<file path="src/hw/bpu_pkg.sv">
package bpu_pkg;

    // datapath and history sizes
    localparam int xlen = 32;
    localparam int hist_width = 16;

    // table geometry
    localparam int bimodal_entries = 512;
    localparam int tagged_entries = 256;
    localparam int tag_width = 10;
    localparam int partial_tag_bits = 6;
    localparam int btb_entries = 256;
    localparam int btb_tag_width = 22;

    // index widths follow the entry counts
    localparam int bm_idx_width = $clog2(bimodal_entries);
    localparam int tagged_idx_width = $clog2(tagged_entries);
    localparam int btb_idx_width = $clog2(btb_entries);

    // instruction class from the major opcode
    typedef enum logic [1:0] {
        op_branch,
        op_jal,
        op_jalr,
        op_other
    } opcode_e;

    // component that supplied the direction
    typedef enum logic [1:0] {
        prov_bimodal,
        prov_t0,
        prov_t1
    } provider_e;

    // selects the hash variant of a tagged table
    typedef enum logic {
        tbl_t0,
        tbl_t1
    } table_id_e;

    // training operation for one tagged table
    typedef enum logic [2:0] {
        top_hold,
        top_count,
        top_reset_strong,
        top_allocate
    } tagged_op_e;

    // pc low bits folded with short or long history
    function automatic logic [tagged_idx_width-1:0] tagged_index(
        input table_id_e id,
        input logic [xlen-1:0] pc,
        input logic [hist_width-1:0] hist
    );
        if (id == tbl_t0) begin
            return pc[7:0] ^ hist[7:0];
        end
        return pc[7:0] ^ hist[15:8];
    endfunction

    // t1 tag only mixes in the low history byte
    function automatic logic [tag_width-1:0] tagged_tag(
        input table_id_e id,
        input logic [xlen-1:0] pc,
        input logic [hist_width-1:0] hist
    );
        if (id == tbl_t0) begin
            return pc[17:8] ^ hist[15:6];
        end
        return pc[17:8] ^ {{(tag_width - 8){1'b0}}, hist[7:0]};
    endfunction

    function automatic logic [bm_idx_width-1:0] bimodal_index(input logic [xlen-1:0] pc);
        return pc[9:1];
    endfunction

    function automatic logic [btb_idx_width-1:0] btb_index(input logic [xlen-1:0] pc);
        return pc[9:2];
    endfunction

    function automatic logic [btb_tag_width-1:0] btb_tag(input logic [xlen-1:0] pc);
        return pc[31:10];
    endfunction

    // sign-extended conditional branch offset
    function automatic logic [xlen-1:0] b_imm(input logic [xlen-1:0] inst);
        return {{19{inst[31]}}, inst[31], inst[7], inst[30:25], inst[11:8], 1'b0};
    endfunction

    // sign-extended jal offset
    function automatic logic [xlen-1:0] j_imm(input logic [xlen-1:0] inst);
        return {{11{inst[31]}}, inst[31], inst[19:12], inst[20], inst[30:21], 1'b0};
    endfunction

    // two-bit counter step, saturating at 0 and 3
    function automatic logic [1:0] sat_count(input logic [1:0] ctr, input logic taken);
        if (taken) begin
            return (ctr == 2'd3) ? ctr : ctr + 2'd1;
        end
        return (ctr == 2'd0) ? ctr : ctr - 2'd1;
    endfunction

endpackage

</file>
<file path="src/hw/bimodal_table.sv">
`timescale 1ns/10ps

module bimodal_table (
    input  logic                       clk,
    input  logic                       rst,
    // prediction port
    input  logic [bpu_pkg::xlen-1:0]   pc_i,
    output logic                       taken_o,
    // training port
    input  logic [bpu_pkg::xlen-1:0]   upd_pc_i,
    input  logic                       train_i,
    input  logic                       upd_taken_i
);

    logic [1:0]                         ctr_q [bpu_pkg::bimodal_entries];
    logic [bpu_pkg::bm_idx_width-1:0]   pred_idx;
    logic [bpu_pkg::bm_idx_width-1:0]   upd_idx;

    assign pred_idx = bpu_pkg::bimodal_index(pc_i);
    assign upd_idx = bpu_pkg::bimodal_index(upd_pc_i);

    // counter msb gives the direction
    assign taken_o = ctr_q[pred_idx][1];

    // start weakly not taken everywhere
    always_ff @(posedge clk or posedge rst) begin
        if (rst) begin
            for (int i = 0; i < bpu_pkg::bimodal_entries; i++) begin
                ctr_q[i] <= 2'd1;
            end
        end else if (train_i) begin
            ctr_q[upd_idx] <= bpu_pkg::sat_count(ctr_q[upd_idx], upd_taken_i);
        end
    end

endmodule

</file>
<file path="config.mk">
export PLATFORM = sky130hd
export DESIGN_NAME = bimodal_table
export DESIGN_NICKNAME = d
export VERILOG_FILES = /design/src/hw/bpu_pkg.sv /design/src/hw/bimodal_table.sv
export SDC_FILE = /design/constraint.sdc
export NUM_CORES = 2
export LEC_CHECK = 0
export BUFFER_PORTS_ARGS = -buffer_cell sky130_fd_sc_hd__buf_4
export CORE_MARGIN = 2
export CORE_UTILIZATION = 60
export CTS_CLUSTER_DIAMETER = 100
export DETAILED_ROUTE_END_ITERATION = 10
export PLACE_DENSITY_LB_ADDON = 0.2
export SLEW_MARGIN = 10
export SYNTH_ARGS = -nofsm -noshare
export SYNTH_HDL_FRONTEND = slang
export SYNTH_SLANG_ARGS = --single-unit
</file>
<file path="constraint.sdc">
create_clock -name clk -period 111.2 [get_ports clk]
set_input_delay 22.24 -clock clk [delete_from_list [all_inputs] [get_ports clk]]
set_output_delay 22.24 -clock clk [all_outputs]
set_load 0.01 [all_outputs]
</file>
==> flow_summary.yaml <==
synth:
  syn_avg_cell_area_um2: 10.6
  synth_top_family_by_area: "multiplexers"
  synth_xor_area_share_pct: 0
  netlist_area_um2: 54100
  synthDistinctLibCells: 52
  yosys-top-cells-area: "dfstp_2 (25%), dfrtp_1 (24%), o31ai_1 (14%), mux4_2 (12%), nand2_1 (11%)"
  syn_nets: 5165
  synth_edf_count: 0
  synth_top_area_cell: "dfstp_2"
  synth_mux_area_share_pct: 17.4
  yosys.area_share.adder_pct: 0
  synth_compound_area_share_pct: 17.3
  synthCells: 5097
  synth_simple_gate_area_share_pct: 12.9
  ys.warnings.count: 0
  synthArstFlopShare_pct: 100
  ys.flop_type: "dfstp_2"
  synthTopCellsByCount: "nand2_1 (1612), o31ai_1 (1024), dfrtp_1 (512), dfstp_2 (512), mux4_2 (299)"
  netlist.area_leader.share_pct: 24.9
  synthMostInstantiatedCell: "nand2_1"
  ys_ff_latch: 1024
  ys_seq_area_share_pct: 48.6
setup_path:
  timing.rr.end: "ctr_q[167]$_DFFE_PP0P_"
  reg2reg_from: "ctr_q[240]$_DFFE_PP1P_"
  crit_arrival_ns: 27.05
  cp.required_ns: 88.96
  crit_chain: "buf_8 -> buf_4 -> buf_4 -> mux4_2 -> mux4_2 -> mux4_2 -> mux2i_1 -> nor2_1 -> nor3_1 -> a21oi_1 -> buf_4"
  reg2reg_slack_ns: 104.88
  cp-startpoint: "pc_i[1]"
  max_stage_delay_ns: 0.86
  crit_type: "primary input to primary output"
  end_kind: "primary output"
  worstRegToRegCells: 13
  critPathMaxFanout: 50
  cp_slowest_cell: "buf_4"
  startpoint_type: "primary input"
pwr:
  p_per_area_nw_per_um2: 15.2
  power_leakage_nw: 22.1
  power_w: 0.000889
  irDropWorstVdd_uv: 14.6
grt:
  met2_usage_pct: 54.3
  grt_pass1_wl_um: 263000
  met3_usage_pct: 8.59
  grt_pass1_vias: 41500
  gr-total-overflow: 0
  grt_use_met1_pct: 53.0
  track_usage_pct: 37.3
  top_usage_layer: "met2"
  antenna_found_initial: 5
  grt_start_max_net_pins: 220
detailed_routing:
  drtIter0Drc: 5823
  via_per_inst: 6.98
  wl_um: 172000
  wl_per_cell_um: 28.1
  drt_pass1_iterations: 8
  num_vias: 42900
  drcViolationCount: 0
  ant_nets: 0
sta:
  finalSetupTns_ns: 0
  drv_slew: 72
  hold_violations: 0
  rsz0062_at_grt: "false"
  min_period_ns: 49.29
  max_freq_mhz: 20.3
  final.setup_skew_ns: 0.0335
  finalSetupViolations: 0
  whs_ns: 0.465
  max-slew-margin-rel_pct: -4.65
  period_share_pct: 44.3
  worst_pin_slew_ns: 1.57
floorplanning:
  core_um2: 89600
  die_width_um: 304
  pin_count: 69
  initial_core_util_pct: 60.3
  die-area_um2: 92500
  rows: 110
  die_h_um: 304
clocking:
  cts_buffers: 110
  cts_tree: "yes"
  cts_resized: 0
  post_cts.repair.setup_buffers: 0
  cts_sinks: 1024
  clock_latency_ns: 0.71
  ctsHoldBuffers: 0
  cts_max_path_buffers: 3
  root_buffer: "clkbuf_16"
  cts.clk_slew.worst_paths_ns: 0.06
  cts_htree_levels: 3
hold_path:
  min_from: "ctr_q[314]$_DFFE_PP1P_"
  whs_path_depth: 2
  min_path_type: "flop to flop"
  min_to: "ctr_q[314]$_DFFE_PP1P_"
layout:
  n_fill_cell: 6776
  area_growth_pct: 8.42
  drive_above_1_share_pct: 23.7
  reg.largest.list: "ctr_q: 1024 flops"
  layout.nets: 4936
  regMostFlops: "ctr_q"
  largest_register_ffs: 1024
outcome:
  violations: "slew limit"
  status: "finished with violations"
flow_run:
  cap_violations: 0
placement:
  hpwl_um: 99100
  globalplace.congestion: 0.885
  numPortBuffers: 22
## critical path, delay by kind of cell
family,cells,cell delay (ns)
buf+inv,4,2.35
simple gates,2,0.25
compound gates,1,0.10
mux,4,2.01
## kinds of logic (layout without fill, tap and decap cells)
group	count (synthesis)	after routing
muxes	565	565
AOI/OAI and AO/OA	1259	1259
buffers and inverters	465	331
DFF	1024	1024
other	0	5
and+or+nand+nor	1784	1784
## cells in the final DEF (no fill, tap or decap), types with 18 or more instances in the layout
cell type | synthesis | routed
dfstp_2 | 512 | 512
a21oi_1 | 45 | 45
nand4_1 | 20 | 20
o21ai_0 | 18 | 18
clkbuf_8 | 0 | 35
nand2_1 | 1612 | 1612
clkbuf_16 | 0 | 112
nand3_1 | 37 | 37
nor2_4 | 0 | 19
nor2_1 | 56 | 38
clkbuf_1 | 214 | 24
mux2_2 | 24 | 24
o31ai_1 | 1024 | 1024
mux2i_1 | 242 | 242
buf_4 | 37 | 105
dfrtp_1 | 512 | 512
clkinv_2 | 0 | 19
a22oi_1 | 110 | 110
mux4_2 | 299 | 299
## layer usage
layer / vias to the layer above / share of wire, %
met1: 21300 / 39
li1: 18600 / -
met3: 508 / 12
met2: 2499 / 44
met4: 4 / 5.6
met5: - / 0.016
## worst max-delay path by stage
stage                              endpoint  slack, ns  cells past startpoint
CTS                                 taken_o      61.85                     10
global placement                    taken_o      61.81                     11
floorplan           ctr_q[1001]$_DFFE_PP0P_      60.99                      1
finish                              taken_o      61.91                     11
detailed placement                  taken_o      61.83                     11
global route                        taken_o      61.62                     11
## stage by stage
stage	cells	util, %	setup WS [ns]	area [um2]
after floorplan	5097	-	60.99	54100
after global placement	5932	61.1	61.81	54700
after detailed placement	5932	61.1	61.83	54700
after CTS	6139	65.4	61.85	58600
after global routing	6139	65.4	61.62	58600
final	6144	65.4	61.91	58600
## power breakdown
group | leakage [nW] | internal [W] | switching [W]
Clock | 1.92 | 0.000235 | 0.000157
Sequential | 12.4 | 0.000390 | 0.00000719
Combinational | 7.74 | 0.0000244 | 0.0000748
Total | 22.1 | 0.000650 | 0.000239
## cell type report
cell class | instances | area, um2 | share of cell area, %
clock inverters | 36 | 505 | 0.862
repair buffers | 120 | 1060 | 1.81
well taps | 1176 | 1470 | 2.51
clock buffers | 171 | 3370 | 5.76
diodes | 5 | 12.5 | 0.0213
flip-flops and latches | 1024 | 26300 | 44.8
inverters | 4 | 22.5 | 0.0384
multi-input cells | 3608 | 25900 | 44.2
(Power assumes the default switching activity.)
