**src/hw/bpu_pkg.sv**
```systemverilog
package bpu_pkg;

    // datapath and history sizes
    localparam int xlen = 32;
    localparam int hist_width = 16;

    // table geometry
    localparam int bimodal_entries = 512;
    localparam int tagged_entries = 256;
    localparam int tag_width = 10;
    localparam int partial_tag_bits = 6;
    localparam int btb_entries = 256;
    localparam int btb_tag_width = 22;

    // index widths follow the entry counts
    localparam int bm_idx_width = $clog2(bimodal_entries);
    localparam int tagged_idx_width = $clog2(tagged_entries);
    localparam int btb_idx_width = $clog2(btb_entries);

    // instruction class from the major opcode
    typedef enum logic [1:0] {
        op_branch,
        op_jal,
        op_jalr,
        op_other
    } opcode_e;

    // component that supplied the direction
    typedef enum logic [1:0] {
        prov_bimodal,
        prov_t0,
        prov_t1
    } provider_e;

    // selects the hash variant of a tagged table
    typedef enum logic {
        tbl_t0,
        tbl_t1
    } table_id_e;

    // training operation for one tagged table
    typedef enum logic [2:0] {
        top_hold,
        top_count,
        top_reset_strong,
        top_allocate
    } tagged_op_e;

    // pc low bits folded with short or long history
    function automatic logic [tagged_idx_width-1:0] tagged_index(
        input table_id_e id,
        input logic [xlen-1:0] pc,
        input logic [hist_width-1:0] hist
    );
        if (id == tbl_t0) begin
            return pc[7:0] ^ hist[7:0];
        end
        return pc[7:0] ^ hist[15:8];
    endfunction

    // t1 tag only mixes in the low history byte
    function automatic logic [tag_width-1:0] tagged_tag(
        input table_id_e id,
        input logic [xlen-1:0] pc,
        input logic [hist_width-1:0] hist
    );
        if (id == tbl_t0) begin
            return pc[17:8] ^ hist[15:6];
        end
        return pc[17:8] ^ {{(tag_width - 8){1'b0}}, hist[7:0]};
    endfunction

    function automatic logic [bm_idx_width-1:0] bimodal_index(input logic [xlen-1:0] pc);
        return pc[9:1];
    endfunction

    function automatic logic [btb_idx_width-1:0] btb_index(input logic [xlen-1:0] pc);
        return pc[9:2];
    endfunction

    function automatic logic [btb_tag_width-1:0] btb_tag(input logic [xlen-1:0] pc);
        return pc[31:10];
    endfunction

    // sign-extended conditional branch offset
    function automatic logic [xlen-1:0] b_imm(input logic [xlen-1:0] inst);
        return {{19{inst[31]}}, inst[31], inst[7], inst[30:25], inst[11:8], 1'b0};
    endfunction

    // sign-extended jal offset
    function automatic logic [xlen-1:0] j_imm(input logic [xlen-1:0] inst);
        return {{11{inst[31]}}, inst[31], inst[19:12], inst[20], inst[30:21], 1'b0};
    endfunction

    // two-bit counter step, saturating at 0 and 3
    function automatic logic [1:0] sat_count(input logic [1:0] ctr, input logic taken);
        if (taken) begin
            return (ctr == 2'd3) ? ctr : ctr + 2'd1;
        end
        return (ctr == 2'd0) ? ctr : ctr - 2'd1;
    endfunction

endpackage

```
**src/hw/bpu_ctrl.sv**
```systemverilog
`timescale 1ns/10ps

module bpu_ctrl (
    input  logic                               clk,
    input  logic                               rst,
    // fetch side
    input  logic [bpu_pkg::xlen-1:0]           if_pc_i,
    input  logic [bpu_pkg::xlen-1:0]           if_inst_i,
    // execute feedback
    input  logic                               ex_valid_i,
    input  logic                               ex_taken_i,
    input  logic                               ex_correct_i,
    input  bpu_pkg::provider_e                 ex_provider_i,
    // table lookups
    input  logic                               bm_taken_i,
    input  logic                               t0_match_i,
    input  logic                               t0_taken_i,
    input  logic                               t1_match_i,
    input  logic                               t1_taken_i,
    input  logic                               t0_upd_tag_hit_i,
    input  logic                               t1_upd_tag_hit_i,
    input  logic                               btb_hit_i,
    input  logic [bpu_pkg::xlen-1:0]           btb_target_i,
    // prediction
    output logic                               is_branch_o,
    output logic                               pred_taken_o,
    output logic [bpu_pkg::xlen-1:0]           pred_pc_o,
    output bpu_pkg::provider_e                 pred_provider_o,
    output logic [bpu_pkg::hist_width-1:0]     hist_o,
    // training controls
    output logic                               bm_train_o,
    output bpu_pkg::tagged_op_e                t0_op_o,
    output bpu_pkg::tagged_op_e                t1_op_o,
    output logic                               btb_fill_o
);

    bpu_pkg::opcode_e                 opcode;
    bpu_pkg::provider_e               br_provider;
    logic                             br_taken;
    logic [bpu_pkg::xlen-1:0]         seq_pc;
    logic [bpu_pkg::hist_width-1:0]   hist_q;

    assign seq_pc = if_pc_i + 32'd4;

    // major opcode decode
    always_comb begin
        case (if_inst_i[6:0])
            7'b1100011: opcode = bpu_pkg::op_branch;
            7'b1101111: opcode = bpu_pkg::op_jal;
            7'b1100111: opcode = bpu_pkg::op_jalr;
            default:    opcode = bpu_pkg::op_other;
        endcase
    end

    // longest history wins, bimodal as fallback
    always_comb begin
        if (t1_match_i) begin
            br_provider = bpu_pkg::prov_t1;
            br_taken = t1_taken_i;
        end else if (t0_match_i) begin
            br_provider = bpu_pkg::prov_t0;
            br_taken = t0_taken_i;
        end else begin
            br_provider = bpu_pkg::prov_bimodal;
            br_taken = bm_taken_i;
        end
    end

    // direction and next fetch pc
    always_comb begin
        is_branch_o = 1'b0;
        pred_taken_o = 1'b0;
        pred_pc_o = seq_pc;
        pred_provider_o = bpu_pkg::prov_bimodal;
        case (opcode)
            bpu_pkg::op_branch: begin
                is_branch_o = 1'b1;
                pred_provider_o = br_provider;
                pred_taken_o = br_taken;
                if (br_taken) begin
                    pred_pc_o = btb_hit_i ? btb_target_i : if_pc_i + bpu_pkg::b_imm(if_inst_i);
                end
            end
            bpu_pkg::op_jal: begin
                is_branch_o = 1'b1;
                pred_taken_o = 1'b1;
                pred_pc_o = btb_hit_i ? btb_target_i : if_pc_i + bpu_pkg::j_imm(if_inst_i);
            end
            // register target unknown here, falls through to pc+4
            bpu_pkg::op_jalr: begin
                is_branch_o = 1'b1;
            end
            default: begin
            end
        endcase
    end

    // bimodal and btb train on every feedback
    assign bm_train_o = ex_valid_i;
    assign btb_fill_o = ex_valid_i && ex_taken_i;

    // tagged table training from the returned provider
    always_comb begin
        t0_op_o = bpu_pkg::top_hold;
        t1_op_o = bpu_pkg::top_hold;
        if (ex_valid_i) begin
            if (ex_correct_i) begin
                // strengthen the table that was right
                if (ex_provider_i == bpu_pkg::prov_t1) begin
                    t1_op_o = bpu_pkg::top_count;
                end else if (ex_provider_i == bpu_pkg::prov_t0) begin
                    t0_op_o = bpu_pkg::top_count;
                end
            end else if (ex_provider_i == bpu_pkg::prov_t1) begin
                t1_op_o = bpu_pkg::top_reset_strong;
            end else if (ex_provider_i == bpu_pkg::prov_t0) begin
                t0_op_o = bpu_pkg::top_reset_strong;
            end else if (ex_provider_i == bpu_pkg::prov_bimodal) begin
                // bimodal missed, claim an entry in t1 first
                if (!t1_upd_tag_hit_i) begin
                    t1_op_o = bpu_pkg::top_allocate;
                end else if (!t0_upd_tag_hit_i) begin
                    t0_op_o = bpu_pkg::top_allocate;
                end
            end
        end
    end

    // global history, newest outcome in bit 0
    always_ff @(posedge clk or posedge rst) begin
        if (rst) begin
            hist_q <= '0;
        end else if (ex_valid_i) begin
            hist_q <= {hist_q[bpu_pkg::hist_width-2:0], ex_taken_i};
        end
    end

    assign hist_o = hist_q;

endmodule

```
**config.mk**
```make
export PLATFORM = sky130hd
export DESIGN_NAME = bpu_ctrl
export DESIGN_NICKNAME = d
export VERILOG_FILES = /design/src/hw/bpu_pkg.sv /design/src/hw/bpu_ctrl.sv
export SDC_FILE = /design/constraint.sdc
export NUM_CORES = 1
export LEC_CHECK = 0
export BUFFER_PORTS_ARGS = -buffer_cell sky130_fd_sc_hd__buf_2
export CORE_MARGIN = 2
export CORE_UTILIZATION = 48
export DETAILED_ROUTE_END_ITERATION = 8
export PLACE_DENSITY = 0.77
export SYNTH_ARGS = -nofsm -noshare
export SYNTH_HDL_FRONTEND = slang
export SYNTH_SLANG_ARGS = --single-unit
```
**constraint.sdc**
```tcl
create_clock -name clk -period 3.3 [get_ports clk]
set_input_delay 0.33 -clock clk [delete_from_list [all_inputs] [get_ports clk]]
set_output_delay 0.33 -clock clk [all_outputs]
set_load 0.02 [all_outputs]
```
==> metrics list, run 1 <==
- Traced cell by cell, the critical path runs through buf_2 > ha_1 > nor2b_2 > o2111a_1 > o2111ai_2 > a21oi_4 > o41ai_4 > nor2b_4 > nor2b_2 > mux2i_1 > a221o_1 > buf_6.
- Tot GR Track Use: between 30% and 40%
- Relative slew slack: between 60% and 70%
- After detailed routing, the number of vias per cell comes to around 6.0.
- Among all stages on the critical path, the largest delay is contributed by sky130_fd_sc_hd__o41ai_4.
- Proportion of synthesized chip area in sequential cells: 8.20%
- After synthesis, the share of cell area in mux cells is roughly 6.2%.
- Worst-path fanout max: 3
* Adder-cell share of the synthesized area: around 12%
* Fraction of layout cells with a size suffix above 1: between 30% and 40%
- Top-level I/O count: 171
- For this run the aggregate overflow at the end of global routing stands at 0.
* Final HPWL DP: between 10,000 and 15,000 um
- Clock-pin slew was measured on the worst setup and hold paths at about 0.060 ns.
- CTS placed an instance of sky130_fd_sc_hd__clkbuf_8 at the clock tree root.
- The tree built by TritonCTS fans out to 16 sinks.
- Cell taking the most area after synthesis: sky130_fd_sc_hd__ha_1
- In this run the number of H-tree levels came out at 1.
* Number of warnings issued by yosys: 0
- The number of hold violations in the final report was 0.
* Total number of vias: about 6,200
* Starting utilization of the core area: 49.7%
* Placed Instances: between 1,000 and 1,500
* Placer's final routability congestion estimate: about 1.0
- For this run, the leading register cell type out of synthesis is sky130_fd_sc_hd__dfrtp_1.
- The count of nets left with antenna violations once routing finished came out at 0.
- Post-synth EDFFs: 0
- Count of inserted antenna diode cells: 0
- The floorplan step defined a core boundary enclosing 9820 um2.
* Startpoint-to-endpoint class of the critical path: in -> out
- Entering global routing, the biggest net connects 46 pins.
* Max Clock Skew: between 0.0003 and 0.0004 ns
- The number of global-route vias before repair came to 6,025.
- The first global-routing pass estimated 28,900 um of wire.
* Combinational family with the most area after synthesis: compound AO/OA/AOI/OAI gates
- STA classifies the critical path endpoint as an output pin.
* Least-Margin Pin Slew: about 0.57 ns
- Timing analysis after detailed placement gives a worst setup slack of -0.104 ns.
- The initial antenna violation count was 0.
- The most common cell in the synthesized netlist is sky130_fd_sc_hd__nand2_1.
- Static timing analysis puts the maximum clock frequency at around 310 MHz.
- Slowest Stage Delay on Critical Path: about 0.42 ns
- Insertion delay to the later sink of the worst-skew pair: between 0.2 and 0.3 ns
- Nets: 1,057
* Clock buffers created by TritonCTS: 3
* Hold-fix buffers at CTS: 0
- After synthesis the netlist holds a flip-flop and latch count of 16.
- Maximum root-to-sink buffer count: 2
- The floorplan has 36 rows.
* TritonCTS clock tree: yes
* Fraction of synthesized cell area in xor and xnor cells: a little over a tenth
- Post-synthesis async set-or-reset flop share: 100%
- The floorplan step set the die height to about 100 um.
- The synthesized design devotes to its leading area cell type 11.3% of total area.
- Fin. max-slew vios: 0
- Cell types with the largest area share after synthesis: sky130_fd_sc_hd__ha_1 (11%), sky130_fd_sc_hd__dfrtp_1 (8.2%), sky130_fd_sc_hd__xor2_1 (6.6%)
- After synthesis the cells add up to just under 5000 um2.
- Post-Synthesis Cells: between 600 and 700
* Count of cell types in the netlist: roughly 70
* Total die area: approximately 11,000 um2
- The completed layout was analyzed and its total power is around 0.0017 W.
- The first detailed-routing pass took 5 iterations.
- Number of maximum-capacitance violations: 0
* Post-synth top cells: sky130_fd_sc_hd__nand2_1 (62), sky130_fd_sc_hd__a21oi_1 (55), sky130_fd_sc_hd__nor2_1 (55), sky130_fd_sc_hd__o21ai_0 (53), sky130_fd_sc_hd__ha_1 (44)
- Input and output buffers added on the ports amount to 168.
- Excluding fillers, the count of instances in the completed layout stands at 1,032.
* Leakage power: 3.10 nW
* Critical path launch point type: primary input
* Kind of path behind the tightest hold check: in -> async
- At the worst endpoint, the required time is between 2 and 3 ns.
* Share of the synthesized area in compound gates (AO/OA/AOI/OAI): between 30% and 40%
- P per Cell Area: approximately 270 nW/um2
* Worst setup margin: 0.0346 ns
* Wire length after detailed routing: 18,400 um
* Final critical-path required period: 3.27 ns
* Die Width: 105 um
- Run status: finished clean
- Setup-failing EPs final: 0
- Arrival time of data at the critical path endpoint: just under 3 ns
- Simple-gate share of the synthesized area: about 23%
* Depth of the most critical reg-to-reg path: 1
* DRC: 0
- Dividing the final minimum period by the clock period gives around 99%.
* End-of-flow core utilization: 66.5%
* First DRT Iteration DRCs: a little under 600
* Flip-flop count of the largest register after layout: 16
- Averaged over all synthesized cells, the footprint is roughly 7 um2.
* WL/cell: 17.8 um
* Count of fill cells added during filler insertion: 912
- Max IR drop VDD: around 0.42 mV
- By instance count, the cell type seen most on the critical path is sky130_fd_sc_hd__nor2b_2.
- Synthesis-to-finish area growth: 33.7%
per-layer routing:
metal / up-vias / global-route usage (%) / wire length (um)
met2: 364 / 54.2 / 8560
met3: 43 / 3.56 / 1630
met5: - / 0 / 0
li1: 2982 / - / -
met4: 0 / 9.81 / 423
met1: 2851 / 41.0 / 7740
kinds of logic (layout without fill, tap and decap cells):
family | Yosys count | after routing
multiplexers | 28 | 28
XOR/XNOR | 61 | 61
other | 1 | 2
adder cells (fa/ha/maj) | 46 | 46
buffers and inverters | 69 | 277
AND/OR/NAND/NOR | 232 | 232
AO/OA/AOI/OAI | 237 | 237
flip-flops | 16 | 16
cell type report:
cell class / count / area [um2] / share of cell area, %
timing repair buffer: 246 / 1450 / 22.2
inverter: 27 / 101 / 1.55
sequential: 16 / 400 / 6.14
tap: 133 / 166 / 2.55
clock buffer: 4 / 55.1 / 0.844
multi-input combinational: 606 / 4350 / 66.7
cells in the final DEF, fill, tap and decap left out, drive strengths merged, types with 3 or more instances in the layout:
master and n:
o221ai 11, mux2i 10, o21bai 8, xnor2 24
a211o 3, a21o 31, a22oi 5, nand2b 8
nor2b 5, nand4 17, o2111ai 3, a221o 4
dfrtp 16, a21oi 55, inv 27, nand2 62
and2 4, a31oi 10, xor2 37, o31ai 4
a2111oi 3, clkbuf 4, o22ai 4, buf 246
o21a 5, o211ai 4, a211oi 5, o21ai 55
mux2 18, nor2 55, nor3 17, a21boi 3
a221oi 5, or2 4, and3 13, ha 44
nand3 36
path summary, 6_finish.rpt:
kind | startpoint | slack, ns | to
max | if_pc_i[3] | 0.03 | pred_pc_o[29]
min | rst | 0.12 | hist_o[15]
max reg2reg | hist_o[4] | 2.51 | hist_o[5]
min reg2reg | hist_o[15] | 0.52 | hist_o[15]
max in group asynchronous | rst | 2.80 | hist_o[10]
min in group clk | ex_taken_i | 0.33 | hist_o[0]
metrics by stage:
| step | hold WS [ns] | area [um2] | TNS, ns |
|---|---|---|---|
| 2_1_floorplan | 0.244 | 4880 | 0 |
| 3_3_place_gp | 0.401 | 6210 | -0.0830 |
| 3_5_place_dp | 0.416 | 6210 | -0.385 |
| 4_1_cts | 0.147 | 6330 | 0 |
| 5_1_grt | 0.195 | 6530 | -0.0509 |
| 6_report | 0.125 | 6530 | 0 |
critical path, delay by kind of cell:
family | cells | cell delay [ns]
AOI/OAI and AO/OA | 5 | 1.42
and+or+nand+nor | 3 | 0.47
adders and majority gates | 1 | 0.33
buffers and inverters | 2 | 0.26
muxes | 1 | 0.13
power by group:
part	switching (W)	leakage (nW)	internal, W
Clock	0.0000638	0.0288	0.000106
Sequential	0.0000552	0.191	0.000272
Combinational	0.000700	2.88	0.000536
Total	0.000819	3.10	0.000914
timing repair:
item                       4_1_cts  5_1_grt
buffers inserted                 2        3
pin swaps                        6       21
setup endpoints to repair       10       15
resized for setup               10       39
No activity file was read; power rests on OpenSTA's default activity.
==> run 2: changes to the inputs <==
==> constraint.sdc (replaced) <==
create_clock -name clk -period 4.2 [get_ports clk]
set_input_delay 0.42 -clock clk [delete_from_list [all_inputs] [get_ports clk]]
set_output_delay 0.42 -clock clk [all_outputs]
set_load 0.02 [all_outputs]
==> run 2 against run 1 <==
  * First-iteration DRC count increased by 4.2%
  * Final cell count decreased by 6.4%
  * Global-route usage decreased by 0.73 points
  * Clock power decreased by 21%
  * Sequential power decreased by 20%
  * Largest cell class unchanged
  * Largest power group unchanged
==> metrics list, run 2 (synthesized netlist as in run 1, its figures left out) <==
- Fin. max-slew vios: 0 (unchanged)
- The data required time at the worst endpoint came to 3.78 ns (+0.81 ns).
- The number of I/O port buffers came to 168 (unchanged).
* Gr ovfl total: 0 (unchanged)
* Via count of the first global-routing pass: 5,616 (-6.8%)
- Number of maximum-capacitance violations: 0 (unchanged)
- The clock skew after layout is 0.00113 ns (+0.000820 ns).
- Placer's final routability congestion estimate: 1.00 (-1.2%)
- Clock root cell: sky130_fd_sc_hd__clkbuf_8
- The remaining design rule violation count came to 0 (unchanged).
- The initial antenna violation count is 0 (unchanged).
* Maximum number of pins on one net before global-route repair: 46 (unchanged)
* Count of inserted antenna diode cells: 0 (unchanged)
* Starting utilization of the core area: 49.7% (unchanged)
- Count of fill cells added during filler insertion: 964 (+5.7%)
- The peak per-stage delay on the critical path was 0.66 ns (+0.24 ns).
- The final critical path takes up just over 90% of the cycle.
* Setup-failing EPs final: 0 (unchanged)
- The measured slew at the worst slew-check pin is 0.726 ns (+0.159 ns).
- The count of boundary I/O pins is 171 (unchanged).
* Maximum root-to-sink buffer count: 2 (unchanged)
* Hold-fix buffers at CTS: 0 (unchanged)
- Number of failing hold endpoints at the final stage: 0 (unchanged)
* Clock buffers created by TritonCTS: 3 (unchanged)
- Aggregate negative setup slack: 0 ns (unchanged)
- Die Height: 105 um (unchanged)
- Max IR drop VDD: 0.332 mV (-21%)
- List of cells traversed by the critical path: buf_2 > ha_1 > a21o_1 > a21o_1 > a2111oi_0 > o32ai_1 > a21o_1 > nor3b_1 > a21oi_1 > a21o_1 > o31ai_1 > buf_2
- Wire length after detailed routing: 17,500 um (-4.5%)
- Tot GR Track Use: 30.8% (-0.73 points)
- Floorplan row count: 36 (unchanged)
* Synthesis-to-finish area growth: 18.9%
- Multi-input logic area: 4150 um2 (-4.6%)
* Total area of sequential cells: 400 um2 (unchanged)
- Router iterations before antenna repair: 5 (unchanged)
- The placement-stage cell area was 5750 um2 (-7.5%).
* Clock sink total: 16 (unchanged)
- Number of antenna-violating nets in the routed design: 0 (unchanged)
- The tightest min-delay check is of the in -> async type.
- Relative slew slack: 51.4% (-11 points)
* Final critical-path required period: roughly 3.9 ns
- The post-detailed-route wirelength per cell is 18.1 um (+2.0%).
- The slack of the critical path is 0.330 ns (+0.295 ns).
* Leakage power: 2.73 nW (-12%)
* Run status: finished clean
- P per Cell Area: 217 nW/um2 (-18%)
- The detailed router's first-iteration violation count came to 616 (+4.2%).
- Total die area: 11,000 um2 (unchanged)
* Arrival time of data at the critical path endpoint: 3.45 ns (+0.51 ns)
- First-pass GRT wire length: 28,200 um (-2.3%)
- Nets: 991 (-6.2%)
- Maximum clock rate: about 260 MHz
- The number of flip-flops in the largest register is 16 (unchanged).
* Pre-CTS worst setup slack: 0.396 ns (+0.500 ns)
* Most frequent cells in the layout: sky130_fd_sc_hd__buf_2 (168), sky130_fd_sc_hd__nand2_1 (62), sky130_fd_sc_hd__nor2_1 (55)
- The library cell used most frequently in the layout, excluding fill and tap cells, is sky130_fd_sc_hd__buf_2.
- The worst hold slack was 0.224 ns (+0.0994 ns).
- The die outline width came to 105 um (unchanged).
* Startpoint-to-endpoint class of the critical path: in -> out
- Fraction of layout cells with a size suffix above 1: 26.5% (-8.6 points)
* TritonCTS clock tree: yes
* Setup repair bufs after CTS: 0 (-2)
- Worst-path fanout max: 7 (+4)
- The total number of H-tree levels came to 1 (unchanged).
- Cell with the biggest individual delay on the critical path: sky130_fd_sc_hd__a2111oi_0
* Number of gates resized after CTS: 0 (-10)
- The via count of the routed design came to 5,983 (-4.1%).
- Cell with the most instances on the worst path: sky130_fd_sc_hd__a21o_1
* Crit path capture type: output pin
- Setup repair after global routing left no endpoint under its margin.
* Post-route design area: 5800 um2 (-11%)
* Critical path launch point type: primary input
- The detailed placer's ending HPWL was 14,300 um (-2.9%).
* Insertion delay to the later sink of the worst-skew pair: 0.25 ns (about the same)
* Core area: 9820 um2 (unchanged)
* Clock slew at reported path FFs: 0.06 ns (about the same)
- Via density per instance: 6.19 (+2.4%)
run 2: changes by cell type in the layout (fill, tap and decap cells not counted), sizes merged:
| cell | delta |
|---|---|
| buf | -66 |
run 2: cell type report:
type	count	share of cell area (%)
Tap cell	133	2.87
Timing Repair Buffer	180	16.0
Sequential cell	16	6.90
Clock buffer	4	0.948
Multi-Input combinational cell	606	71.5
Inverter	27	1.75
run 2: where the power goes:
group	internal (W)	total, W	switching [W]	leakage (nW)
clock network	0.0000831	0.000134	0.0000506	0.0288
logic	0.000345	0.000862	0.000517	2.51
registers	0.000213	0.000261	0.0000480	0.191
total	0.000641	0.00126	0.000616	2.73
run 2: worst paths after layout:
| kind | from | to | slack [ns] | cells after the start |
|---|---|---|---|---|
| max | if_pc_i[2] | pred_pc_o[20] | 0.33 | 12 |
| min | rst | hist_o[3] | 0.22 | 2 |
| max reg2reg | hist_o[12] | hist_o[12] | 3.37 | 1 |
| min reg2reg | hist_o[15] | hist_o[15] | 0.53 | 1 |
| max in group asynchronous | rst | hist_o[10] | 3.59 | 2 |
| min in group clk | ex_taken_i | hist_o[0] | 0.42 | 2 |
run 2: stage by stage:
step	utilization [%]	cells	total power, W
2_1_floorplan	-	691	0.000834
3_3_place_gp	58.5	962	0.00108
3_5_place_dp	58.5	962	0.00110
4_1_cts	59.1	966	0.00125
5_1_grt	59.1	966	0.00135
6_report	59.1	966	0.00126
run 2: layer usage:
layer  GRT usage [%]  wire length [um]  up-vias
met5               0                 0        -
met4            6.38               284        0
met3            3.37              1540       32
met2            52.6              8020      324
met1            41.8              7690     2765
li1                -                 -     2862
run 2: worst max-delay path: cells and delay by family:
kind | cells | cell delay [ns]
buf+inv | 2 | 0.38
simple gates | 1 | 0.22
fa+ha+maj | 1 | 0.30
compound gates | 8 | 2.12
==> run 3: changes to the inputs <==
--- a/config.mk
+++ b/config.mk
@@ -7,9 +7,9 @@
 export LEC_CHECK = 0
 export BUFFER_PORTS_ARGS = -buffer_cell sky130_fd_sc_hd__buf_2
 export CORE_MARGIN = 2
-export CORE_UTILIZATION = 48
+export CORE_UTILIZATION = 50
 export DETAILED_ROUTE_END_ITERATION = 8
-export PLACE_DENSITY = 0.77
+export PLACE_DENSITY = 0.8
 export SYNTH_ARGS = -nofsm -noshare
 export SYNTH_HDL_FRONTEND = slang
 export SYNTH_SLANG_ARGS = --single-unit
==> run 3 against run 2 <==
  * Sequential cell count stayed put
  * First-iteration DRC count down 29%
  * Critical endpoint is now pred_pc_o[14]
  * Fmax up 4.6%
  * Sequential power decreased by 4%
  * Wire length decreased by 9.2%
==> metrics list, run 3 (synthesized netlist as in run 1, its figures left out) <==
* Core area: 9640 um2 (-1.8%)
- CTS placed an instance of sky130_fd_sc_hd__clkbuf_8 at the clock tree root.
* Global-route met2 utilization: 48.4% (-4.2 points)
* Required time of the worst setup path: 3.78 ns (about the same)
* Via count of the first global-routing pass: 5,295 (-5.7%)
- The total power divided by cell area came to 212 nW/um2 (-2.2%).
* Top-level I/O count: 171 (unchanged)
* Setup repair bufs after CTS: 0 (unchanged)
* DRC: 0 (unchanged)
- Setup repair after global routing missed its margin: no
- The worst ir drop on vdd came to 0.299 mV (-9.9%).
- The met3 routing resource usage after global routing is 3.32% (-0.047 points).
- Gr busiest metal: met2
- Tot GR Track Use: 29.0% (-1.8 points)
- The source-to-sink clock delay at the later pin of the worst-skew pair was 0.25 ns (about the same).
* Initial antenna violation count: 0 (unchanged)
* Synthesis-to-finish area growth: 18.6%
- First DRT Iteration DRCs: 438 (-29%)
- Routing usage on met1: 39.6% (-2.2 points)
* Via density per instance: 6.06 (-2.1%)
* Flip-flop count of the largest register after layout: 16 (unchanged)
- The detailed placer's ending HPWL was 12,900 um (-9.5%).
- Total die area: 10,600 um2 (-3.9%)
* Number of failing hold endpoints at the final stage: 0 (unchanged)
- The number of setup violations in the final report is 0 (unchanged).
- In this run the worst hold path is classified as in -> async.
* Most frequent standard cell in the layout excluding fill and tap cells: sky130_fd_sc_hd__buf_2
* Die Width: 103 um (-1.9%)
- Maximum number of pins on one net before global-route repair: 46 (unchanged)
- The wire length after detailed routing was 15,900 um (-9.2%).
- Leakage power: 2.72 nW (-0.34%)
- The total number of H-tree levels is 1 (unchanged).
* Aggregate negative setup slack: 0 ns (unchanged)
- The global route total overflow came to 0 (unchanged).
- The weighted congestion at the end of routability-driven global placement came to 1.06 (+5.8%).
- Fin. max-slew vios: 0 (unchanged)
- Hold-fix buffers at CTS: 0 (unchanged)
- End-of-flow core utilization: 60.1% (+0.95 points)
- Relative slew slack: 53.2% (+1.8 points)
- The antenna cell count came to 0 (unchanged).
- First-pass GRT wire length: 24,900 um (-12%)
* Depth of the most critical reg-to-reg path: 1 (unchanged)
- TritonCTS clock tree: yes
- Most frequent cells in the layout: sky130_fd_sc_hd__buf_2 (168), sky130_fd_sc_hd__nand2_1 (62), sky130_fd_sc_hd__nor2_1 (55)
* Count of fill cells added during filler insertion: 980 (+1.7%)
* Fraction of layout cells with a size suffix above 1: 26.4% (-0.18 points)
- STA classifies the critical path startpoint as a primary input.
* WL/cell: 16.5 um (-9.0%)
- The share of the cycle needed by the critical path after routing came to 88.1% (-4.1 points).
- The clock-pin slew on the worst setup and hold paths is 0.06 ns (about the same).
- The number of max-cap violations came to 0 (unchanged).
- Max Clock Skew: 0.000873 ns (-0.000253 ns)
* Crit path capture type: output pin
- Least-Margin Pin Slew: 0.699 ns (-0.0262 ns)
- Starting utilization of the core area: 50.6% (+0.93 points)
- Clock sink total: 16 (unchanged)
* Die Height: 103 um (-1.9%)
- The total of cells resized after clock tree synthesis was 0 (unchanged).
* Arrival time of data at the critical path endpoint: 3.28 ns (-0.17 ns)
- The iteration count of the initial detailed-routing pass came to 5 (unchanged).
- Clock buffers created by TritonCTS: 3 (unchanged)
- Total number of vias: 5,845 (-2.3%)
- The number of placement rows came to 36 (unchanged).
* Final critical-path required period: 3.70 ns (-0.171 ns)
* Nets: 989 (-0.20%)
* Worst-path fanout max: 7 (unchanged)
- The worst hold slack is 0.220 ns (-0.00425 ns).
- The fmax is 270 MHz (+4.6%).
- The critical path is of the in -> out type.
- Number of antenna-violating nets in the routed design: 0 (unchanged)
* Run status: finished clean
* Maximum root-to-sink buffer count: 2 (unchanged)
- Number of buffers inserted by port buffering: 168 (unchanged)
==> run 3: cell types whose count changed in the layout (fill, tap and decap cells not counted) <==
cell	before	now
sky130_fd_sc_hd__buf_4	12	10
==> run 3: worst paths after layout <==
check,from,to,slack [ns]
max reg2reg,hist_o[1],hist_o[2],3.43
min reg2reg,hist_o[15],hist_o[15],0.50
max in group asynchronous,rst,hist_o[14],3.61
min,rst,hist_o[5],0.22
max,if_pc_i[2],pred_pc_o[14],0.50
min in group clk,ex_taken_i,hist_o[0],0.42
==> run 3: stage by stage <==
stage                     area, um2  cells  total power, W  setup WS [ns]
after global routing           5790    964         0.00132          0.238
after floorplan                4880    691        0.000834          0.852
after global placement         5730    960         0.00108          0.587
after CTS                      5790    964         0.00122          0.508
after detailed placement       5730    960         0.00108          0.508
final                          5790    964         0.00123          0.501
==> run 3: layout make-up <==
class | instances | area (um2) | area share [%]
multi-input cells | 606 | 4150 | 71.7
repair buffers | 178 | 916 | 15.8
well taps | 133 | 166 | 2.87
flip-flops and latches | 16 | 400 | 6.92
inverters | 27 | 101 | 1.75
clock buffers | 4 | 55.1 | 0.951
==> run 3: metal layers <==
| metal | part of all wire [%] | wire [um] |
|---|---|---|
| met4 | 2.2 | 354 |
| met5 | 0 | 0 |
| met2 | 45 | 7110 |
| met3 | 8.7 | 1380 |
| met1 | 44 | 7080 |
==> run 3: critical path, stage by stage <==
cell and delay, ns:
sky130_fd_sc_hd__buf_2 0.15, sky130_fd_sc_hd__ha_1 0.30, sky130_fd_sc_hd__a21o_1 0.17, sky130_fd_sc_hd__a21o_1 0.20
sky130_fd_sc_hd__a2111oi_0 0.56, sky130_fd_sc_hd__o32ai_1 0.26, sky130_fd_sc_hd__o21a_1 0.22, sky130_fd_sc_hd__nor2_1 0.18
sky130_fd_sc_hd__xor2_1 0.11, sky130_fd_sc_hd__o311a_1 0.34, sky130_fd_sc_hd__a21oi_1 0.18, sky130_fd_sc_hd__buf_2 0.19
==> run 3: power breakdown <==
part           internal [W]  leakage, nW  switching (W)
logic              0.000344         2.50       0.000498
registers          0.000213        0.191      0.0000373
clock network     0.0000831       0.0288      0.0000501
